===== config.mk =====
export PLATFORM = sky130hd
export DESIGN_NAME = ras_flat
export DESIGN_NICKNAME = d
export VERILOG_FILES = /design/src/logic/bpu_types_pkg.sv /design/src/logic/bpu_ctrl_pkg.sv /design/src/logic/bpu_update_if.sv /design/src/logic/ras.sv /design/src/flat_wrapper.sv
export SDC_FILE = /design/constraint.sdc
export NUM_CORES = 1
export LEC_CHECK = 0
export ABC_AREA = 1
export BUFFER_PORTS_ARGS = -buffer_cell sky130_fd_sc_hd__buf_2
export CORE_MARGIN = 2
export CORE_UTILIZATION = 25
export CTS_CLUSTER_SIZE = 24
export DETAILED_ROUTE_END_ITERATION = 12
export PLACE_DENSITY = 0.44
export SLEW_MARGIN = 20
export SYNTH_ARGS = -nofsm -noshare
export SYNTH_HDL_FRONTEND = slang
export SYNTH_SLANG_ARGS = --single-unit

===== constraint.sdc =====
create_clock -name clk -period 8 [get_ports clk]
set_input_delay 0.8 -clock clk [delete_from_list [all_inputs] [get_ports clk]]
set_output_delay 0.8 -clock clk [all_outputs]
set_load 0.01 [all_outputs]

===== src/logic/bpu_types_pkg.sv =====
package bpu_types_pkg;

    // Byte address of an instruction.
    localparam int unsigned ADDR_W = 32;
    typedef logic [ADDR_W-1:0] addr_t;

    // Instructions are word aligned, so the low bits never index a table.
    localparam int unsigned ALIGN_BITS = 2;

    // Bits left once the alignment is dropped; split into index and tag.
    localparam int unsigned WORD_W = ADDR_W - ALIGN_BITS;

    // Distance from the first fetch slot to the second.
    localparam int unsigned FETCH_STEP = 4;

    // Widest supported direction counter.
    localparam int unsigned CTR_W = 4;
    typedef logic [CTR_W-1:0] ctr_t; // Only the low COUNTER_BITS are live.

endpackage


===== src/logic/bpu_ctrl_pkg.sv =====
package bpu_ctrl_pkg;

    // Class of the control transfer resolved in execute.
    typedef enum logic [2:0] {
        XFER_NONE   = 3'd0, // Nothing to train.
        XFER_BRANCH = 3'd1, // Conditional branch.
        XFER_J      = 3'd2, // Direct jump.
        XFER_JAL    = 3'd3, // Direct call, pushes the return site.
        XFER_JALR   = 3'd4, // Indirect call, pushes the return site.
        XFER_JR_RA  = 3'd5  // Return through ra.
    } xfer_kind_e;

    // States of the default 2-bit direction counter.
    // The top bit is the prediction.
    typedef enum logic [1:0] {
        STRONG_NOT_TAKEN = 2'b00,
        WEAK_NOT_TAKEN   = 2'b01,
        WEAK_TAKEN       = 2'b10,
        STRONG_TAKEN     = 2'b11
    } dir_state_e;

endpackage


===== src/logic/bpu_update_if.sv =====
`timescale 1ns/1ps

// Training bundle from execute. Valid every cycle; kind XFER_NONE is idle.
interface bpu_update_if;

    bpu_types_pkg::addr_t     exe_pc;   // Address of the resolved instruction.
    bpu_types_pkg::addr_t     dest_pc;  // Resolved target.
    bpu_types_pkg::addr_t     ret_pc;   // Return site for calls.
    bpu_ctrl_pkg::xfer_kind_e kind;
    logic                     is_taken;

    modport src (
        output exe_pc,
        output dest_pc,
        output ret_pc,
        output kind,
        output is_taken
    );

    modport sink (
        input exe_pc,
        input dest_pc,
        input ret_pc,
        input kind,
        input is_taken
    );

endinterface


===== src/logic/ras.sv =====
`timescale 1ns/1ps

module ras #(
    parameter int unsigned RAS_DEPTH = 8
) (
    input  logic                 clk,
    input  logic                 rst_n,
    bpu_update_if.sink           upd,
    input  logic                 pop,
    output bpu_types_pkg::addr_t top,
    output logic                 fail
);

    localparam int unsigned PTR_W = (RAS_DEPTH > 1) ? $clog2(RAS_DEPTH) : 1;
    localparam int unsigned CNT_W = $clog2(RAS_DEPTH + 1);

    typedef logic [PTR_W-1:0] ptr_t;
    typedef logic [CNT_W-1:0] cnt_t;

    localparam ptr_t LAST = ptr_t'(RAS_DEPTH - 1);
    localparam cnt_t FULL = cnt_t'(RAS_DEPTH);

    bpu_types_pkg::addr_t stack_q [RAS_DEPTH];
    ptr_t                 ptr_q;   // Next free slot.
    cnt_t                 count_q;
    ptr_t                 top_idx, ptr_inc;
    logic                 push, empty, pop_ok;

    assign push    = (upd.kind == bpu_ctrl_pkg::XFER_JAL) ||
                     (upd.kind == bpu_ctrl_pkg::XFER_JALR);
    assign empty   = (count_q == '0);
    assign pop_ok  = pop && !empty;
    assign top_idx = (ptr_q == '0) ? LAST : ptr_q - 1'b1;
    assign ptr_inc = (ptr_q == LAST) ? '0 : ptr_q + 1'b1;

    assign top  = empty ? '0 : stack_q[top_idx];
    assign fail = pop && empty;

    // Push with pop keeps pointer and count; only the top is rewritten.
    always_ff @(posedge clk) begin
        if (!rst_n) begin
            ptr_q   <= '0;
            count_q <= '0;
        end else if (push && !pop_ok) begin
            ptr_q <= ptr_inc;
            if (count_q != FULL) begin
                count_q <= count_q + 1'b1; // Full stack drops the oldest.
            end
        end else if (pop_ok && !push) begin
            ptr_q   <= top_idx;
            count_q <= count_q - 1'b1;
        end
    end

    always_ff @(posedge clk) begin
        if (push) begin
            if (pop_ok) begin
                stack_q[top_idx] <= upd.ret_pc;
            end else begin
                stack_q[ptr_q] <= upd.ret_pc;
            end
        end
    end

    a_count_bound: assert property (@(posedge clk) disable iff (!rst_n)
        count_q <= FULL)
        else $error("ras count exceeds depth");

    // Swap case leaves the new return site on top.
    a_swap_top: assert property (@(posedge clk) disable iff (!rst_n)
        (push && pop_ok) |=> top == $past(upd.ret_pc))
        else $error("ras push with pop lost the new top");

endmodule


===== src/flat_wrapper.sv =====
// flat-port wrapper written by rule: the top's interface ports become plain ports
module ras_flat 
#(
    parameter int unsigned RAS_DEPTH = 8
)
  (clk, rst_n, pop, top, fail, upd_exe_pc, upd_dest_pc, upd_ret_pc, upd_kind, upd_is_taken);
  bpu_update_if upd_i ();
  input  logic clk;
  input  logic rst_n;
  input  logic pop;
  output bpu_types_pkg::addr_t top;
  output logic fail;
  input wire logic [$bits(upd_i.exe_pc)-1:0] upd_exe_pc;
  input wire logic [$bits(upd_i.dest_pc)-1:0] upd_dest_pc;
  input wire logic [$bits(upd_i.ret_pc)-1:0] upd_ret_pc;
  input wire logic [$bits(upd_i.kind)-1:0] upd_kind;
  input wire logic [$bits(upd_i.is_taken)-1:0] upd_is_taken;
  assign upd_i.exe_pc = upd_exe_pc;
  assign upd_i.dest_pc = upd_dest_pc;
  assign upd_i.ret_pc = upd_ret_pc;
  assign upd_i.kind = upd_kind;
  assign upd_i.is_taken = upd_is_taken;
  ras #(.RAS_DEPTH(RAS_DEPTH)) u_core (.clk(clk), .rst_n(rst_n), .upd(upd_i), .pop(pop), .top(top), .fail(fail));
endmodule

==> results.yml <==
status:
  run_status: "completed"
clocking:
  h-tree-depth: 1
  clock_path_buffers: 3
  tritoncts_buffers: 30
  hold_buffers: 0
  clkLatencyLatePin_ns: 0.55
  cts.repair.resized: 0
  post-cts-setup-buffer-count: 0
  worst_setup_hold_path_clk_slew_ns: 0.06
  tritoncts_num_sinks: 263
  tritoncts: "yes"
  ctsRootBufferMaster: "sky130_fd_sc_hd__clkbuf_16"
cells_and_area:
  final.fill_count: 4640
  area_growth_pct: 16.5
  final_cells: 1650
  fin_nets: 1146
  core_utilization_of_the_finished_layout_pct: 29.5
  area_taken_by_multi_input_logic_gates_um2: 2930
  area.sequential_um2: 7830
  layout-drive-gt1-share_pct: 13.5
  fin_area_um2: 13000
global_routing:
  initial_antenna_violation_count: 1
  overflow: 0
  grt_first_pass_wirelength_um: 43500
  grt_usage_pct: 12.2
  grt_start_max_net_pins: 77
  grt_pass1_vias: 7104
route:
  post_drt_via_cell_ratio: 4.40
  detail_route.iter0.violations: 418
  route.vias.total: 7266
  post-route-drc-count: 0
  ant_nets: 0
  drtPass1Iterations: 4
  route.final.wire_length_um: 28800
  detail_route.wl_per_cell_um: 17.4
timing:
  skew_ns: 0.00720
  finalCriticalPeriod_ns: 4.88
  finalMaxSlewViolations: 0
  timing.fmax_ghz: 0.205
  worst-slew-pin-transition_ns: 0.990
  grt_setup_unrepaired: "no"
  slew_headroom_pct: 34.0
  hold_viol_final: 0
  finalHoldWorstSlack_ns: 0.520
  finalSetupTns_ns: 0
  period_share_pct: 61.0
  timing.final.setup_violations: 0
min_path:
  min_from: "upd_ret_pc[16]"
  min_to: "u_core.stack_q[6][16]$_DFFE_PP_"
  timing.hold.worst.class: "input pin to flip-flop"
  hold-path-cell-count: 1
synth:
  netlist-cell-type-count: 24
  synth_seq_cells: 263
  synth.net_count: 1093
  syn_avg_cell_area_um2: 11.4
  yosysSeqAreaShare_pct: 70.1
  netlist_area_um2: 11200
  yosys_warnings: 0
  cell_count_after_synthesis: 981
critical_path:
  crit_path_start_kind: "flip-flop"
  worst_path_max_delay_cell: "sky130_fd_sc_hd__buf_4"
  cp_slowest_stage_delay_ns: 0.80
  element_type_at_the_critical_path_end: "output pin"
  worst_ep_arrival_time_ns: 4.08
  timing.rr.end: "u_core.stack_q[6][4]$_DFFE_PP_"
  setup.worst_path.class: "flip-flop to output pin"
  worst-r2r-setup-slack_ns: 4.08
  r2r-start: "u_core.ptr_q[1]$_SDFFE_PN0P_"
  ff2ff_path_depth: 8
  critical_path_peak_fanout: 76
  cp_cell_sequence: "inv_1, ha_1, nand2_4, nand2_4, buf_4, nand2_1, nand3_1, nand2_1, nand2_1, nand2_1, nor2_1, buf_2"
  required_ns: 7.20
  critical-path-top-cell-by-count: "sky130_fd_sc_hd__nand2_1"
place:
  port_buffers: 70
  gpl.final_weighted_congestion: 0.683
  placed_cells: 1594
  final_hpwl_from_detailed_placement_um: 14900
  post_dp_cell_area_um2: 12100
floorplanning:
  dieArea_um2: 46400
  fp-row-count: 77
  floorplan.initialDensity_pct: 25.3
  io-pin-count: 136
  die_w_um: 215
  fp.coreArea_um2: 44100
  chipHeight_um: 215
power:
  p_leak_uw: 0.00476
  irDropWorstVdd_mv: 0.206
  power_density_nw_per_um2: 363
flow_run:
  max-cap-violations: 0
per-stage QoR:
stage	power, µW	worst slack, ns
detailed placement	3490	3.56
finish	4720	3.12
global route	5050	2.76
floorplan	2890	4.44
CTS	4820	2.95
global placement	3490	3.56
worst max path at each step:
stage                                  from  cells after the start                        endpoint
2_1_floorplan                           pop                      9  u_core.stack_q[7][0]$_DFFE_PP_
3_3_place_gp   u_core.ptr_q[0]$_SDFFE_PN0P_                     12                          top[0]
3_5_place_dp   u_core.ptr_q[0]$_SDFFE_PN0P_                     12                          top[0]
4_1_cts        u_core.ptr_q[0]$_SDFFE_PN0P_                     12                          top[0]
5_1_grt        u_core.ptr_q[1]$_SDFFE_PN0P_                     12                          top[6]
6_report       u_core.ptr_q[1]$_SDFFE_PN0P_                     12                          top[6]
flip-flops by register name, indices dropped and copies added (netlist names):
signal          count
u_core.ptr_q        3
u_core.stack_q    256
u_core.count_q      4
routing by layer:
metal  vias up  part of all wire [%]  track usage (%)
met4         0                   1.7             2.48
met2       132                    49             21.3
met5         -                     0                0
li1       3581                     -                -
met3        33                   4.3             2.13
met1      3520                    45             15.8
cell usage in the layout, fill, tap and decap left out, types with 7 or more instances in the layout:
cell / netlist / final
sky130_fd_sc_hd__a21oi_1: 39 / 39
sky130_fd_sc_hd__buf_2: 40 / 70
sky130_fd_sc_hd__buf_4: 11 / 16
sky130_fd_sc_hd__clkbuf_1: 3 / 8
sky130_fd_sc_hd__clkbuf_16: 0 / 31
sky130_fd_sc_hd__clkinv_1: 0 / 7
sky130_fd_sc_hd__edfxtp_1: 256 / 256
sky130_fd_sc_hd__ha_1: 9 / 9
sky130_fd_sc_hd__inv_1: 21 / 21
sky130_fd_sc_hd__nand2_1: 244 / 244
sky130_fd_sc_hd__nand3_1: 253 / 253
sky130_fd_sc_hd__nor2_1: 57 / 49
sky130_fd_sc_hd__nor2_4: 0 / 8
sky130_fd_sc_hd__o21ai_0: 12 / 12
worst max-delay path: cells and delay by family (launching register included):
kind,cells,cell delay [ns]
and+or+nand+nor,8,1.83
DFF,1,0.33
adders and majority gates,1,0.20
buffers and inverters,3,1.09
cell families after synthesis:
family          after synthesis  synth area share (%)
buf+inv                      90                  4.25
simple gates                564                  22.1
fa+ha+maj                     9                  1.01
flops                       263                  70.1
xor+xnor                      2                 0.157
compound gates               53                  2.37
Yosys cell counts:
cell	count	area [µm²]
sky130_fd_sc_hd__edfxtp_1	256	7690
sky130_fd_sc_hd__nand3_1	253	1270
sky130_fd_sc_hd__nand2_1	244	916
sky130_fd_sc_hd__nor2_1	57	214
sky130_fd_sc_hd__buf_2	40	200
sky130_fd_sc_hd__a21oi_1	39	195
sky130_fd_sc_hd__inv_1	21	78.8
sky130_fd_sc_hd__o21ai_0	12	60.1
sky130_fd_sc_hd__buf_4	11	82.6
sky130_fd_sc_hd__ha_1	9	113
sky130_fd_sc_hd__dfxtp_1	7	140
sky130_fd_sc_hd__buf_6	6	67.6
sky130_fd_sc_hd__buf_1	5	18.8
sky130_fd_sc_hd__inv_2	4	15.0
sky130_fd_sc_hd__nand3b_1	4	30.0
sky130_fd_sc_hd__clkbuf_1	3	11.3
sky130_fd_sc_hd__nand2_2	2	12.5
sky130_fd_sc_hd__o21ai_1	2	10.0
sky130_fd_sc_hd__and2_1	1	6.26
sky130_fd_sc_hd__nand2_4	1	11.3
sky130_fd_sc_hd__nand3_2	1	10.0
sky130_fd_sc_hd__or2_1	1	6.26
sky130_fd_sc_hd__xnor2_1	1	8.76
sky130_fd_sc_hd__xor2_1	1	8.76
report_power, final:
part,switching (µW),leakage [µW],internal (µW)
logic,1270,0.00193,492
registers,27.3,0.00237,1630
clock network,541,0.000453,771
total,1840,0.00476,2890
cell type report:
type	instances	area share (%)
diodes	1	0.0192
clock buffers	39	6.19
clock inverters	16	1.02
inverters	25	0.731
multi-input cells	628	22.5
flip-flops and latches	263	60.2
well taps	592	5.69
repair buffers	86	3.62
No activity file was read; power rests on OpenSTA's default activity.
