<file path="src/logic/bpu_types_pkg.sv">
package bpu_types_pkg;

    // Byte address of an instruction.
    localparam int unsigned ADDR_W = 32;
    typedef logic [ADDR_W-1:0] addr_t;

    // Instructions are word aligned, so the low bits never index a table.
    localparam int unsigned ALIGN_BITS = 2;

    // Bits left once the alignment is dropped; split into index and tag.
    localparam int unsigned WORD_W = ADDR_W - ALIGN_BITS;

    // Distance from the first fetch slot to the second.
    localparam int unsigned FETCH_STEP = 4;

    // Widest supported direction counter.
    localparam int unsigned CTR_W = 4;
    typedef logic [CTR_W-1:0] ctr_t; // Only the low COUNTER_BITS are live.

endpackage

</file>
<file path="src/logic/bpu_ctrl_pkg.sv">
package bpu_ctrl_pkg;

    // Class of the control transfer resolved in execute.
    typedef enum logic [2:0] {
        XFER_NONE   = 3'd0, // Nothing to train.
        XFER_BRANCH = 3'd1, // Conditional branch.
        XFER_J      = 3'd2, // Direct jump.
        XFER_JAL    = 3'd3, // Direct call, pushes the return site.
        XFER_JALR   = 3'd4, // Indirect call, pushes the return site.
        XFER_JR_RA  = 3'd5  // Return through ra.
    } xfer_kind_e;

    // States of the default 2-bit direction counter.
    // The top bit is the prediction.
    typedef enum logic [1:0] {
        STRONG_NOT_TAKEN = 2'b00,
        WEAK_NOT_TAKEN   = 2'b01,
        WEAK_TAKEN       = 2'b10,
        STRONG_TAKEN     = 2'b11
    } dir_state_e;

endpackage

</file>
<file path="src/logic/bpu_update_if.sv">
`timescale 1ns/1ps

// Training bundle from execute. Valid every cycle; kind XFER_NONE is idle.
interface bpu_update_if;

    bpu_types_pkg::addr_t     exe_pc;   // Address of the resolved instruction.
    bpu_types_pkg::addr_t     dest_pc;  // Resolved target.
    bpu_types_pkg::addr_t     ret_pc;   // Return site for calls.
    bpu_ctrl_pkg::xfer_kind_e kind;
    logic                     is_taken;

    modport src (
        output exe_pc,
        output dest_pc,
        output ret_pc,
        output kind,
        output is_taken
    );

    modport sink (
        input exe_pc,
        input dest_pc,
        input ret_pc,
        input kind,
        input is_taken
    );

endinterface

</file>
<file path="src/logic/rpct.sv">
`timescale 1ns/1ps

module rpct #(
    parameter int unsigned RPCT_ENTRIES = 16
) (
    input  logic                 clk,
    input  logic                 rst_n,
    input  bpu_types_pkg::addr_t f1_pc,
    bpu_update_if.sink           upd,
    output logic                 hit,
    output logic                 hit_pc
);

    localparam int unsigned IDX_W = $clog2(RPCT_ENTRIES);
    localparam int unsigned TAG_W = bpu_types_pkg::WORD_W - IDX_W;
    localparam int unsigned LSB   = bpu_types_pkg::ALIGN_BITS;

    typedef logic [IDX_W-1:0] idx_t;
    typedef logic [TAG_W-1:0] tag_t;

    function automatic idx_t idx_of(input bpu_types_pkg::addr_t a);
        return a[LSB +: IDX_W];
    endfunction

    function automatic tag_t tag_of(input bpu_types_pkg::addr_t a);
        return a[bpu_types_pkg::ADDR_W-1 -: TAG_W];
    endfunction

    logic                 valid_q [RPCT_ENTRIES];
    tag_t                 tag_q   [RPCT_ENTRIES];

    bpu_types_pkg::addr_t pc_next;
    idx_t                 idx0, idx1, upd_idx;
    tag_t                 upd_tag;
    logic                 hit0, hit1, upd_write;

    assign pc_next = f1_pc + bpu_types_pkg::ADDR_W'(bpu_types_pkg::FETCH_STEP);
    assign idx0    = idx_of(f1_pc);
    assign idx1    = idx_of(pc_next);
    assign hit0    = valid_q[idx0] && (tag_q[idx0] == tag_of(f1_pc));
    assign hit1    = valid_q[idx1] && (tag_q[idx1] == tag_of(pc_next));

    assign hit    = hit0 || hit1;
    assign hit_pc = hit0;

    assign upd_write = (upd.kind == bpu_ctrl_pkg::XFER_JR_RA);
    assign upd_idx   = idx_of(upd.exe_pc);
    assign upd_tag   = tag_of(upd.exe_pc);

    always_ff @(posedge clk) begin
        if (!rst_n) begin
            for (int i = 0; i < RPCT_ENTRIES; i++) begin
                valid_q[i] <= 1'b0;
            end
        end else if (upd_write) begin
            valid_q[upd_idx] <= 1'b1;
        end
    end

    always_ff @(posedge clk) begin
        if (upd_write) begin
            tag_q[upd_idx] <= upd_tag;
        end
    end

    a_hit_pc: assert property (@(posedge clk) disable iff (!rst_n)
        hit_pc |-> hit)
        else $error("rpct hit_pc without hit");

endmodule

</file>
<file path="src/flat_wrapper.sv">
// flat-port wrapper written by rule: the top's interface ports become plain ports
module rpct_flat 
#(
    parameter int unsigned RPCT_ENTRIES = 16
)
  (clk, rst_n, f1_pc, hit, hit_pc, upd_exe_pc, upd_dest_pc, upd_ret_pc, upd_kind, upd_is_taken);
  bpu_update_if upd_i ();
  input  logic clk;
  input  logic rst_n;
  input  bpu_types_pkg::addr_t f1_pc;
  output logic hit;
  output logic hit_pc;
  input wire logic [$bits(upd_i.exe_pc)-1:0] upd_exe_pc;
  input wire logic [$bits(upd_i.dest_pc)-1:0] upd_dest_pc;
  input wire logic [$bits(upd_i.ret_pc)-1:0] upd_ret_pc;
  input wire logic [$bits(upd_i.kind)-1:0] upd_kind;
  input wire logic [$bits(upd_i.is_taken)-1:0] upd_is_taken;
  assign upd_i.exe_pc = upd_exe_pc;
  assign upd_i.dest_pc = upd_dest_pc;
  assign upd_i.ret_pc = upd_ret_pc;
  assign upd_i.kind = upd_kind;
  assign upd_i.is_taken = upd_is_taken;
  rpct #(.RPCT_ENTRIES(RPCT_ENTRIES)) u_core (.clk(clk), .rst_n(rst_n), .f1_pc(f1_pc), .upd(upd_i), .hit(hit), .hit_pc(hit_pc));
endmodule
</file>
<file path="config.mk">
export PLATFORM = sky130hd
export DESIGN_NAME = rpct_flat
export DESIGN_NICKNAME = d
export VERILOG_FILES = /design/src/logic/bpu_types_pkg.sv /design/src/logic/bpu_ctrl_pkg.sv /design/src/logic/bpu_update_if.sv /design/src/logic/rpct.sv /design/src/flat_wrapper.sv
export SDC_FILE = /design/constraint.sdc
export NUM_CORES = 1
export LEC_CHECK = 0
export BUFFER_PORTS_ARGS = -buffer_cell sky130_fd_sc_hd__buf_2
export CORE_MARGIN = 8
export CORE_UTILIZATION = 61
export CTS_BUF_LIST = sky130_fd_sc_hd__clkbuf_4 sky130_fd_sc_hd__clkbuf_8 sky130_fd_sc_hd__clkbuf_16
export CTS_CLUSTER_DIAMETER = 120
export CTS_CLUSTER_SIZE = 12
export DETAILED_ROUTE_END_ITERATION = 16
export PLACE_DENSITY_LB_ADDON = 0.12
export SLEW_MARGIN = 25
export SYNTH_ARGS = -nofsm -noshare
export SYNTH_HDL_FRONTEND = slang
export SYNTH_SLANG_ARGS = --single-unit
export TNS_END_PERCENT = 30
</file>
<file path="constraint.sdc">
create_clock -name clk -period 4.5 [get_ports clk]
set_input_delay 0.45 -clock clk [delete_from_list [all_inputs] [get_ports clk]]
set_output_delay 0.45 -clock clk [all_outputs]
set_load 0.05 [all_outputs]
</file>
==> results of run 1 <==
-- final cells by class --
| class | count | area [um^2] | area share |
|---|---|---|---|
| repair buffers | 132 | 990 | 0.0422 |
| multi-input cells | 568 | 7880 | 0.336 |
| inverters | 5 | 18.8 | 0.000800 |
| well taps | 455 | 569 | 0.0243 |
| clock inverters | 1 | 8.76 | 0.000373 |
| flip-flops and latches | 432 | 12800 | 0.546 |
| clock buffers | 58 | 1190 | 0.0506 |
-- cells by family after synthesis --
group / synth area share
DFF: 0.612
AOI/OAI and AO/OA: 0.0193
buffers and inverters: 0.0205
xor gates and xnor gates: 0.0321
and+or+nand+nor: 0.0366
muxes: 0.279
adders and majority gates: 0.000597
-- Yosys cell counts (2+ instances only) --
library cell / count
edfxtp_1: 416
mux4_2: 223
xnor2_1: 57
nand2_1: 47
mux2i_1: 44
buf_2: 30
nor2_1: 29
clkbuf_1: 19
nand3_1: 18
xor2_1: 18
dfxtp_1: 16
o21a_1: 16
nor3_1: 14
nand4_1: 13
mux4_1: 12
buf_4: 10
and4_1: 7
buf_1: 7
a32oi_1: 6
buf_6: 6
mux2_2: 6
nor2b_1: 6
nor4_1: 6
inv_1: 5
a21oi_1: 4
and3_1: 4
o21ai_0: 4
a221oi_1: 3
a31oi_1: 3
nand2b_1: 3
a211oi_1: 2
a22oi_1: 2
a41o_1: 2
o41ai_2: 2
or3_1: 2
-- through the flow --
step           cell area (um^2)  power, mW
2_1_floorplan             20900       5.19
3_3_place_gp              22200       5.51
3_5_place_dp              22200       5.52
4_1_cts                   23400       8.69
5_1_grt                   23500       8.88
6_report                  23500       8.67
-- repair_timing --
action                     CTS  global route
resized for setup            0             4
setup endpoints to repair    0             1
setup buffers                0             6
-- report_power, final --
part	total (mW)	internal, mW	leakage [nW]	switching, mW
combinational	1.01	0.483	3.11	0.531
clock	3.22	1.82	0.603	1.40
sequential	4.44	4.43	3.87	0.0124
total	8.67	6.73	7.59	1.94
-- critical path, delay by kind of cell --
family,cells,cell delay [ns]
AO/OA/AOI/OAI,1,0.34
buffers and inverters,5,1.12
XOR/XNOR,2,0.29
AND/OR/NAND/NOR,5,1.61
-- registers in the layout, summed over array words and instances (netlist names) --
name	cells
u_core.tag_q	416
u_core.valid_q	16
-- routing by layer --
layer / global-route usage / vias up
met4: 0.0837 / 4
met2: 0.402 / 721
met5: 0 / -
met1: 0.374 / 6166
met3: 0.0563 / 104
li1: - / 4790
-- path summary, 6_finish.rpt --
path / start / to / slack, ns / cells after the start
max reg2reg: u_core.valid_q[13] / u_core.valid_q[13] / 3.87 / 1
max: f1_pc[3] / hit / 0.18 / 13
min reg2reg: u_core.valid_q[11] / u_core.valid_q[11] / 0.49 / 1
min: upd_exe_pc[27] / u_core.tag_q[7][21] / 0.26 / 1
==> metrics.log, run 1 <==
[metrics] number of max-cap violations: 0
[metrics] maximum number of pins on one net before global-route repair: 65
[metrics] average wire length per cell after detail routing: 32.1 um
[metrics] final setup violation count: 0
[metrics] number of nets still failing antenna checks after routing: 0
[metrics] TritonCTS clock tree: done
[metrics] number of standard-cell rows in the floorplan: 68
[metrics] CP max stage cell: or4b_1
[metrics] clock latency on the worst-skew pair: 0.54 ns
[metrics] IO Port Bufs: between 60 and 70
[metrics] required time worst endpoint: 4.05 ns
[metrics] global-route congestion overflow total: 0
[metrics] clock slew at reported path FFs: 0.06 ns
[metrics] largest area contributor in the netlist: edfxtp_1
[metrics] Worst-Margin Slew: 1.04 ns
[metrics] crit path DAT: between 3 and 4 ns
[metrics] max-slew violations: 0
[metrics] share of the yosys chip area belonging to registers: 0.612
[metrics] critical path launch point type: input pin
[metrics] Worst path max stage delay: roughly 0.53 ns
[metrics] wire length the detailed router placed on met1: 20900 um
[metrics] count of different cell masters after synthesis: 51
[metrics] proportion of layout cells with a drive suffix above 1: 0.373
[metrics] 1st-pass router iterations: 5
[metrics] horizontal die dimension: 201 um
[metrics] leakage dissipation: 7.59 nW
[metrics] Clock Path Buffers: 3
[metrics] most frequent cell on the critical path: buf_4
[metrics] DR vias: approximately 12k
[metrics] CTS buffer count: 41
[metrics] number of hold-slack violations in the final timing report: 0
[metrics] DP Wirelength: 34000 um
[metrics] ordered list of cells on the worst path: buf_4, buf_16, and4_1, or4b_1, nor4_1, buf_4, xnor2_1, xnor2_1, nor3_1, buf_4, nand4_1, o41ai_4, clkbuf_4
[metrics] share of flip-flops with an asynchronous set or reset after synthesis: 0
[metrics] first-pass GRT wire length: slightly below 80000 um
[metrics] worst setup skew after layout: 0 ns
[metrics] ant diodes: 0
[metrics] Seq cells post-synth: 432
[metrics] class of the most critical hold timing path: in -> reg
[metrics] DRC: 0
[metrics] proportion of netlist area held by the largest area contributor: 0.596
[metrics] TritonCTS sink count: 432
[metrics] cell count after synthesis: 1078
[metrics] Syn-to-layout area delta: 12.1%
[metrics] 1st-iter DRT viols: approximately 1.4k
[metrics] area of the die: ~41000 um^2
[metrics] effective utilization at floorplan: 0.612
[metrics] detailed route wirelength on metal2: 25400 um
[metrics] worst-case setup slack after placement: 0.0449 ns
[metrics] worst slack on hold paths: 0.261 ns
[metrics] power per standard cell area: 370 nW/um^2
[metrics] net count after synthesis: 1213
[metrics] top cells by area in the synthesized netlist: edfxtp_1 60%, mux4_2 24%, xnor2_1 2.4%
[metrics] cell count after placement: around 1.6k
[metrics] Max-Slew Margin vs Limit: 0.302
[metrics] final setup slack of the worst path: 0.183 ns
[metrics] number of top-level design ports: 136
[metrics] initial antenna violation count: 2
[metrics] flip-flop cell with the highest count after synthesis: edfxtp_1
[metrics] H-tree depth: 2
[metrics] number of global-route vias before repair: 12.1k
[metrics] most common cell after layout, fill and taps aside: edfxtp_1
[metrics] share of the clock period used by the worst path after layout: 0.959
[metrics] routed wire length: 53000 um
[metrics] maximum achievable frequency: roughly 230 MHz
[metrics] run status: finished clean
[metrics] combined global-route utilization of all metal layers: 0.261
[metrics] final sum of negative setup slack: 0 ns
[metrics] commonest cells after routing, fill and taps aside: 416 x edfxtp_1, 223 x mux4_2, 63 x buf_2
[metrics] routed wire length on met3: roughly 5000 um
[metrics] number of buffers inserted for hold repair after clock tree synthesis: 0
[metrics] maximum net fanout on the critical path: between 60 and 70
[metrics] shortest period the worst path allows: 4.32 ns
[metrics] via density per instance: 7.14
[metrics] core area: 34200 um^2
[metrics] count of non-filler cells in the finished layout: 1651
[metrics] post-synthesis area per instance: ~19 um^2
[metrics] worst vdd ir: 305 uV
[metrics] final net count: between 1k and 1.5k
[metrics] number of enable-type register cells in the synthesized netlist: 416
[metrics] gpl congestion: 0.904
[metrics] post-synthesis instance area: between 20000 and 25000 um^2
[metrics] Yosys warning total: 0
[metrics] clock root buffer: clkbuf_16
[metrics] Filler Cells Inserted: 2231
[metrics] highest metal used: met5
[metrics] Die Span Y: 201 um
[metrics] type of the worst setup path: in -> out
[metrics] utilization after layout: 0.686
[metrics] kind of capture point of the worst setup path: output port
Note: power is estimated with default switching activity, not from simulation.
==> inputs of run 2 (changes only) <==
Settings changed: ABC_AREA set to 1, CORE_UTILIZATION 61 to 62, CTS_BUF_LIST sky130_fd_sc_hd__clkbuf_4 sky130_fd_sc_hd__clkbuf_8 sky130_fd_sc_hd__clkbuf_16 to sky130_fd_sc_hd__clkbuf_16, GPL_ROUTABILITY_DRIVEN set to 0.
==> run 2 against run 1 <==
Cell count increased by 120%. Die area increased by 13%. Flip-flop and latch count unchanged. Area after synthesis increased by 16%. Maximum frequency increased by 13%. Count of clock-buffer cells in the layout decreased by 15. Critical path type unchanged. Global-route usage increased by 5.6 points.
==> metrics.log, run 2 <==
[metrics] effective utilization at floorplan: 0.627 (+0.0144)
[metrics] number of buffers inserted for hold repair after clock tree synthesis: 0 (unchanged)
[metrics] number of global-route vias before repair: 19.5k (+61%)
[metrics] most numerous cell in the Yosys netlist: nand2_1
[metrics] maximum net fanout on the critical path: 29 (-55%)
[metrics] startpoint of the worst setup timing path: f1_pc[4]
[metrics] Largest delay share family, worst path: buffers and inverters
[metrics] TritonCTS clock tree: done
[metrics] clock group share of total power: 0.355 (-0.016)
[metrics] final net count: 3153 (+140%)
[metrics] first-pass GRT wire length: 109000 um (+41%)
[metrics] worst setup skew after layout: 0 ns (unchanged)
[metrics] post-synthesis area per instance: 7.98 um^2 (-59%)
[metrics] max-slew violations: 0 (unchanged)
[metrics] largest area contributor in the netlist: edfxtp_1
[metrics] DP Wirelength: 44400 um (+31%)
[metrics] number of buffer and inverter stages on the critical path: 7 (+2)
[metrics] combined global-route utilization of all metal layers: 0.317 (+0.0558)
[metrics] Syn-to-layout area delta: 7.09%
[metrics] power per standard cell area: 337 nW/um^2 (-8.8%)
[metrics] flip-flop cell with the highest count after synthesis: edfxtp_1
[metrics] final sum of negative setup slack: 0 ns (unchanged)
[metrics] most frequent cell on the critical path: nand2_1
[metrics] cell area after layout: 25900 um^2 (+11%)
[metrics] share of the yosys chip area belonging to registers: 0.529 (-0.0828)
[metrics] number of nets still failing antenna checks after routing: 0 (unchanged)
[metrics] Hold Crit Start: rst_n
[metrics] IO Port Bufs: 66 (unchanged)
[metrics] max reg flops: 416 (unchanged)
[metrics] run status: finished clean
[metrics] CTS buffer count: 41 (unchanged)
[metrics] number of enable-type register cells in the synthesized netlist: 416 (unchanged)
[metrics] ordered list of cells on the worst path: buf_2, buf_4, inv_2, buf_4, nand2_1, nand2_2, buf_4, nand3_1, nand3_1, nand2_1, nand2_1, nand2_1, inv_1, nand2_1, nor2_1, nand2_1, nor2_1, nand2_1, nand2_1, buf_2
[metrics] number of max-cap violations: 0 (unchanged)
[metrics] biggest registers after layout: u_core.tag_q x416, u_core.valid_q x16
[metrics] proportion of layout cells with a drive suffix above 1: 0.0641 (-0.309)
[metrics] part of the power in registers: 0.508 (-0.004)
[metrics] Max-Slew Margin vs Limit: 0.344 (+0.0420)
[metrics] Internal Dissipation: 6.46 mW (-4.0%)
[metrics] Seq cells post-synth: 432 (unchanged)
[metrics] number of top-level design ports: 136 (unchanged)
[metrics] most common cell after layout, fill and taps aside: nand2_1
[metrics] shortest period the worst path allows: 3.83 ns (-0.488 ns)
[metrics] net switching power: 2.28 mW (+18%)
[metrics] average wire length per cell after detail routing: 20.4 um (-36%)
[metrics] type of the worst setup path: in -> out
[metrics] maximum achievable frequency: 261 MHz (+13%)
[metrics] crit path DAT: 3.38 ns (-0.49 ns)
[metrics] register containing the most flip-flops in the final layout: u_core.tag_q
[metrics] class of the most critical hold timing path: in -> reg
[metrics] number of standard-cell rows in the floorplan: 72 (+5.9%)
[metrics] clock slew at reported path FFs: 0.06 ns (about the same)
[metrics] Die Span Y: 214 um (+6.1%)
[metrics] RSZ-0062 raised after global routing: false
[metrics] leakage dissipation: 11.2 nW (+47%)
[metrics] switching part of the total: 0.261 (+0.0374)
[metrics] post-CTS setup buffer count: 0 (unchanged)
[metrics] leading cell types by count after synthesis: 1097 x nand2_1, 532 x nand3_1, 416 x edfxtp_1
[metrics] required time worst endpoint: 4.05 ns (about the same)
[metrics] clock root buffer: clkbuf_16
[metrics] Area after DPL: 24800 um^2 (+12%)
[metrics] H-tree depth: 2 (unchanged)
[metrics] horizontal die dimension: 214 um (+6.1%)
[metrics] kind of capture point of the worst setup path: output port
[metrics] R2R Setup Slk: 3.89 ns (+0.02 ns)
[metrics] sequential standard cell area: 12800 um^2 (unchanged)
[metrics] post-synthesis instance area: 24200 um^2 (+16%)
[metrics] initial antenna violation count: 9 (+7)
[metrics] global-route congestion overflow total: 0 (unchanged)
[metrics] critical path launch point type: input pin
[metrics] DR vias: 21.2k (+80%)
[metrics] share of the clock period used by the worst path after layout: 0.851 (-0.108)
[metrics] maximum number of pins on one net before global-route repair: 212 (+230%)
[metrics] top cells by area in the synthesized netlist: edfxtp_1 52%, nand2_1 17%, nand3_1 11%
[metrics] CP max stage cell: buf_4
[metrics] DRC: 0 (unchanged)
[metrics] Worst-Margin Slew: 0.982 ns (-0.0597 ns)
[metrics] TritonCTS sink count: 432 (unchanged)
[metrics] clock latency on the worst-skew pair: 0.57 ns (+0.03 ns)
[metrics] count of instances resized after the clock tree is built: 0 (unchanged)
[metrics] utilization after layout: 0.671 (-0.0150)
[metrics] 1st-pass router iterations: 6 (+1)
[metrics] via density per instance: 5.96 (-16%)
[metrics] 1st-iter DRT viols: 3022 (+110%)
[metrics] count of different cell masters after synthesis: 30 (-41%)
[metrics] Worst path max stage delay: 0.44 ns (-0.09 ns)
[metrics] final setup violation count: 0 (unchanged)
[metrics] worst vdd ir: 306 uV (+0.40%)
[metrics] area of the die: 45600 um^2 (+13%)
[metrics] worst reg2reg path startpoint: u_core.valid_q[7]
[metrics] part of the power in combinational logic: 0.137 (+0.020)
[metrics] Multi-input gate area: 9240 um^2 (+17%)
[metrics] proportion of netlist area held by the largest area contributor: 0.516 (-0.0807)
[metrics] commonest cells after routing, fill and taps aside: 1096 x nand2_1, 532 x nand3_1, 416 x edfxtp_1
[metrics] cell count after synthesis: 3034 (+180%)
[metrics] Clock Path Buffers: 3 (unchanged)
[metrics] net count after synthesis: 3169 (+160%)
[metrics] number of hold-slack violations in the final timing report: 0 (unchanged)
[metrics] share of flip-flops with an asynchronous set or reset after synthesis: 0 (unchanged)
[metrics] routed wire length: 72600 um (+37%)
[metrics] Filler Cells Inserted: 3052 (+37%)
[metrics] core area: 38600 um^2 (+13%)
[metrics] Yosys warning total: 0 (unchanged)
## run 2: area by class of cell
class | count | share of cell area
flip-flops and latches | 432 | 0.494
multi-input cells | 2102 | 0.356
inverters | 326 | 0.0477
clock buffers | 43 | 0.0415
repair buffers | 115 | 0.0331
well taps | 518 | 0.0250
clock inverters | 9 | 0.00150
diodes | 10 | 0.000965
## run 2: final timing paths
path,endpoint,cells after the start
min,u_core.valid_q[11],2
max,hit,20
min reg2reg,u_core.valid_q[3],2
max reg2reg,u_core.valid_q[7],2
## run 2: routing by layer
metal / vias up / global-route usage / part of all wire
met4: 4 / 0.160 / 0.050
met5: - / 0 / 0.00030
met3: 262 / 0.0522 / 0.11
met2: 1344 / 0.508 / 0.46
met1: 9687 / 0.416 / 0.38
li1: 9901 / - / -
## run 2: kinds of logic (layout without fill, tap and decap cells)
family          count (synthesis)  in the layout  synth area share
other cells                     0             10                 0
simple gates                 1865           1865             0.320
compound gates                227            227            0.0525
flops                         432            432             0.529
buf+inv                       500            493            0.0951
fa+ha+maj                       1              1          0.000516
xor+xnor                        9              9           0.00325
## run 2: worst reg2reg max path: cells and delay by family (launching register included)
kind	cells	cell delay, ns
flip-flops	1	0.32
AND/OR/NAND/NOR	2	0.16
## run 2: power by group through the flow
stage,sequential [mW],combinational (mW),clock (mW)
after floorplan,4.53,0.790,0
after global placement,4.53,1.14,0
after detailed placement,4.53,1.16,0
after CTS,4.44,1.17,3.12
after global routing,4.44,1.31,3.26
final,4.44,1.20,3.10
## run 2: through the flow
step                      setup WS (ns)  power (mW)  cells  hold slack, ns
final                             0.670        8.74   3555           0.131
after CTS                         0.723        8.73   3545           0.112
after global placement            0.737        5.66   3492           0.451
after global routing              0.535        9.01   3552           0.141
after detailed placement          0.729        5.69   3493           0.457
after floorplan                    1.72        5.32   3034           0.440
==> inputs of run 3 (changes only) <==
Settings changed: CORE_UTILIZATION 62 to 45.
==> run 3 against run 2 <==
Maximum frequency shrank 0.80%. Register-to-register slack is essentially flat. Largest power group unchanged. Setup slack lost 0.031 ns.
==> metrics.log, run 3 (same netlist as run 2, synthesis figures left out) <==
[metrics] run status: finished clean
[metrics] worst setup skew after layout: 0 ns (unchanged)
[metrics] RSZ-0062 raised after global routing: false
[metrics] count of instances resized after the clock tree is built: 0 (unchanged)
[metrics] horizontal die dimension: 248 um (+16%)
[metrics] type of the worst setup path: in -> out
[metrics] class of the most critical hold timing path: in -> reg
[metrics] maximum net fanout on the critical path: 51 (+76%)
[metrics] DR vias: 20.7k (-2.3%)
[metrics] Clock Path Buffers: 3 (unchanged)
[metrics] endpoint with the worst hold slack: u_core.valid_q[2]
[metrics] clock slew at reported path FFs: 0.06 ns (about the same)
[metrics] H-tree depth: 2 (unchanged)
[metrics] Hold Crit Start: rst_n
[metrics] DP Wirelength: 48900 um (+10%)
[metrics] number of top-level design ports: 136 (unchanged)
[metrics] proportion of layout cells with a drive suffix above 1: 0.0631 (-0.000949)
[metrics] number of buffers inserted for hold repair after clock tree synthesis: 0 (unchanged)
[metrics] number of hold-slack violations in the final timing report: 0 (unchanged)
[metrics] startpoint of the worst setup timing path: f1_pc[2]
[metrics] CTS buffer count: 41 (unchanged)
[metrics] share of the clock period used by the worst path after layout: 0.858 (+0.00688)
[metrics] max reg flops: 416 (unchanged)
[metrics] power per standard cell area: 337 nW/um^2 (-0.18%)
[metrics] core area: 53500 um^2 (+38%)
[metrics] leakage dissipation: 11.2 nW (about the same)
[metrics] IO Port Bufs: 66 (unchanged)
[metrics] cell area after layout: 26200 um^2 (+0.88%)
[metrics] Filler Cells Inserted: 5114 (+68%)
[metrics] Die Span Y: 248 um (+16%)
[metrics] clock latency on the worst-skew pair: 0.56 ns (about the same)
[metrics] Worst-Margin Slew: 1.04 ns (+0.0535 ns)
[metrics] first-pass GRT wire length: 117000 um (+7.0%)
[metrics] final sum of negative setup slack: 0 ns (unchanged)
[metrics] clock root buffer: clkbuf_16
[metrics] maximum number of pins on one net before global-route repair: 194 (-8.5%)
[metrics] number of buffer and inverter stages on the critical path: 4 (-3)
[metrics] Syn-to-layout area delta: 8.03%
[metrics] most common cell after layout, fill and taps aside: nand2_1
[metrics] R2R Path End: u_core.valid_q[8]
[metrics] critical path launch point type: input pin
[metrics] TritonCTS clock tree: done
[metrics] worst reg2reg path startpoint: u_core.valid_q[8]
[metrics] final setup violation count: 0 (unchanged)
[metrics] final net count: 3151 (-0.063%)
[metrics] Max-Slew Margin vs Limit: 0.308 (-0.0357)
[metrics] maximum achievable frequency: 259 MHz (-0.80%)
[metrics] shortest period the worst path allows: 3.86 ns (+0.0310 ns)
[metrics] area of the die: 61500 um^2 (+35%)
[metrics] global-route congestion overflow total: 0 (unchanged)
[metrics] kind of capture point of the worst setup path: output port
[metrics] R2R Setup Slk: 3.89 ns (about the same)
[metrics] combined global-route utilization of all metal layers: 0.253 (-0.0634)
[metrics] initial antenna violation count: 4 (-5)
[metrics] number of standard-cell rows in the floorplan: 85 (+18%)
[metrics] register containing the most flip-flops in the final layout: u_core.tag_q
[metrics] number of global-route vias before repair: 19.6k (+0.64%)
[metrics] CP max stage cell: inv_4
[metrics] DRC: 0 (unchanged)
[metrics] 1st-iter DRT viols: 2033 (-33%)
[metrics] worst-case reg-to-reg path depth: 2 (unchanged)
[metrics] routed wire length: 78300 um (+7.7%)
[metrics] 1st-pass router iterations: 6 (unchanged)
[metrics] Largest delay share family, worst path: buffers and inverters
[metrics] worst vdd ir: 289 uV (-5.5%)
[metrics] utilization after layout: 0.489 (-0.182)
[metrics] ordered list of cells on the worst path: buf_8, ha_4, inv_4, buf_4, nand3_1, nand3_1, nand3_1, nand3b_1, nand2_1, nor2_1, nand3_1, nor2_1, nand2_1, nand2_1, buf_2
[metrics] max-slew violations: 0 (unchanged)
[metrics] via density per instance: 5.56 (-6.7%)
[metrics] Hold Path Stages: 2 (unchanged)
[metrics] Worst path max stage delay: 0.40 ns (-0.04 ns)
[metrics] number of max-cap violations: 0 (unchanged)
[metrics] average wire length per cell after detail routing: 21.0 um (+2.8%)
[metrics] effective utilization at floorplan: 0.453 (-0.174)
[metrics] post-CTS setup buffer count: 0 (unchanged)
[metrics] required time worst endpoint: 4.05 ns (about the same)
[metrics] commonest cells after routing, fill and taps aside: 1096 x nand2_1, 532 x nand3_1, 416 x edfxtp_1
[metrics] biggest registers after layout: u_core.tag_q x416, u_core.valid_q x16
[metrics] TritonCTS sink count: 432 (unchanged)
[metrics] worst slack on hold paths: 0.159 ns (+0.0273 ns)
[metrics] crit path DAT: 3.41 ns (+0.03 ns)
[metrics] Area after DPL: 25000 um^2 (+1.0%)
[metrics] number of nets still failing antenna checks after routing: 0 (unchanged)
[metrics] most frequent cell on the critical path: nand3_1
[run 3: cell types whose count changed in the layout (fill, tap and decap cells not counted), sizes merged]
cell | previous run | this run
buf | 115 | 113
inv | 334 | 333
clkinv | 1 | 2
diode | 10 | 3
[run 3: worst register-to-register path, cell delays in order (launching register included)]
cell and delay [ns]:
dfxtp_1 0.33, nor2_1 0.12, nor2_1 0.05
[run 3: worst max path at each step]
stage,end,cells after the start
after global routing,hit,17
after detailed placement,hit,15
after floorplan,hit,17
final,hit,15
after global placement,hit,17
after CTS,hit,15
[run 3: power by group]
part / internal (mW) / switching, mW / total (mW)
Combinational: 0.347 / 0.882 / 1.23
Sequential: 4.43 / 0.0106 / 4.44
Clock: 1.69 / 1.45 / 3.13
[run 3: metal layers]
layer | vias up | global-route usage | routed length (um)
li1 | 9871 | - | -
met1 | 9775 | 0.333 | 32400
met2 | 899 | 0.421 | 36600
met3 | 160 | 0.0409 | 6450
met4 | 6 | 0.0909 | 2780
met5 | - | 0 | 38
[run 3: cell type report]
cell class,instances,area [um^2],share of cell area
sequential,432,12800,0.490
antenna,3,7.51,0.000287
tap,696,871,0.0333
clock inverter,9,38.8,0.00148
multi-input combinational,2102,9240,0.353
timing repair buffer,113,883,0.0338
clock buffer,43,1080,0.0411
inverter,326,1240,0.0473
[run 3: stage by stage]
| stage | std cells | total power [mW] | worst slack, ns |
|---|---|---|---|
| 4_1_cts | 3721 | 8.86 | 0.677 |
| 3_5_place_dp | 3669 | 5.74 | 0.687 |
| 3_3_place_gp | 3669 | 5.72 | 0.633 |
| 5_1_grt | 3722 | 9.13 | 0.456 |
| 6_report | 3724 | 8.81 | 0.639 |
| 2_1_floorplan | 3034 | 5.32 | 1.72 |
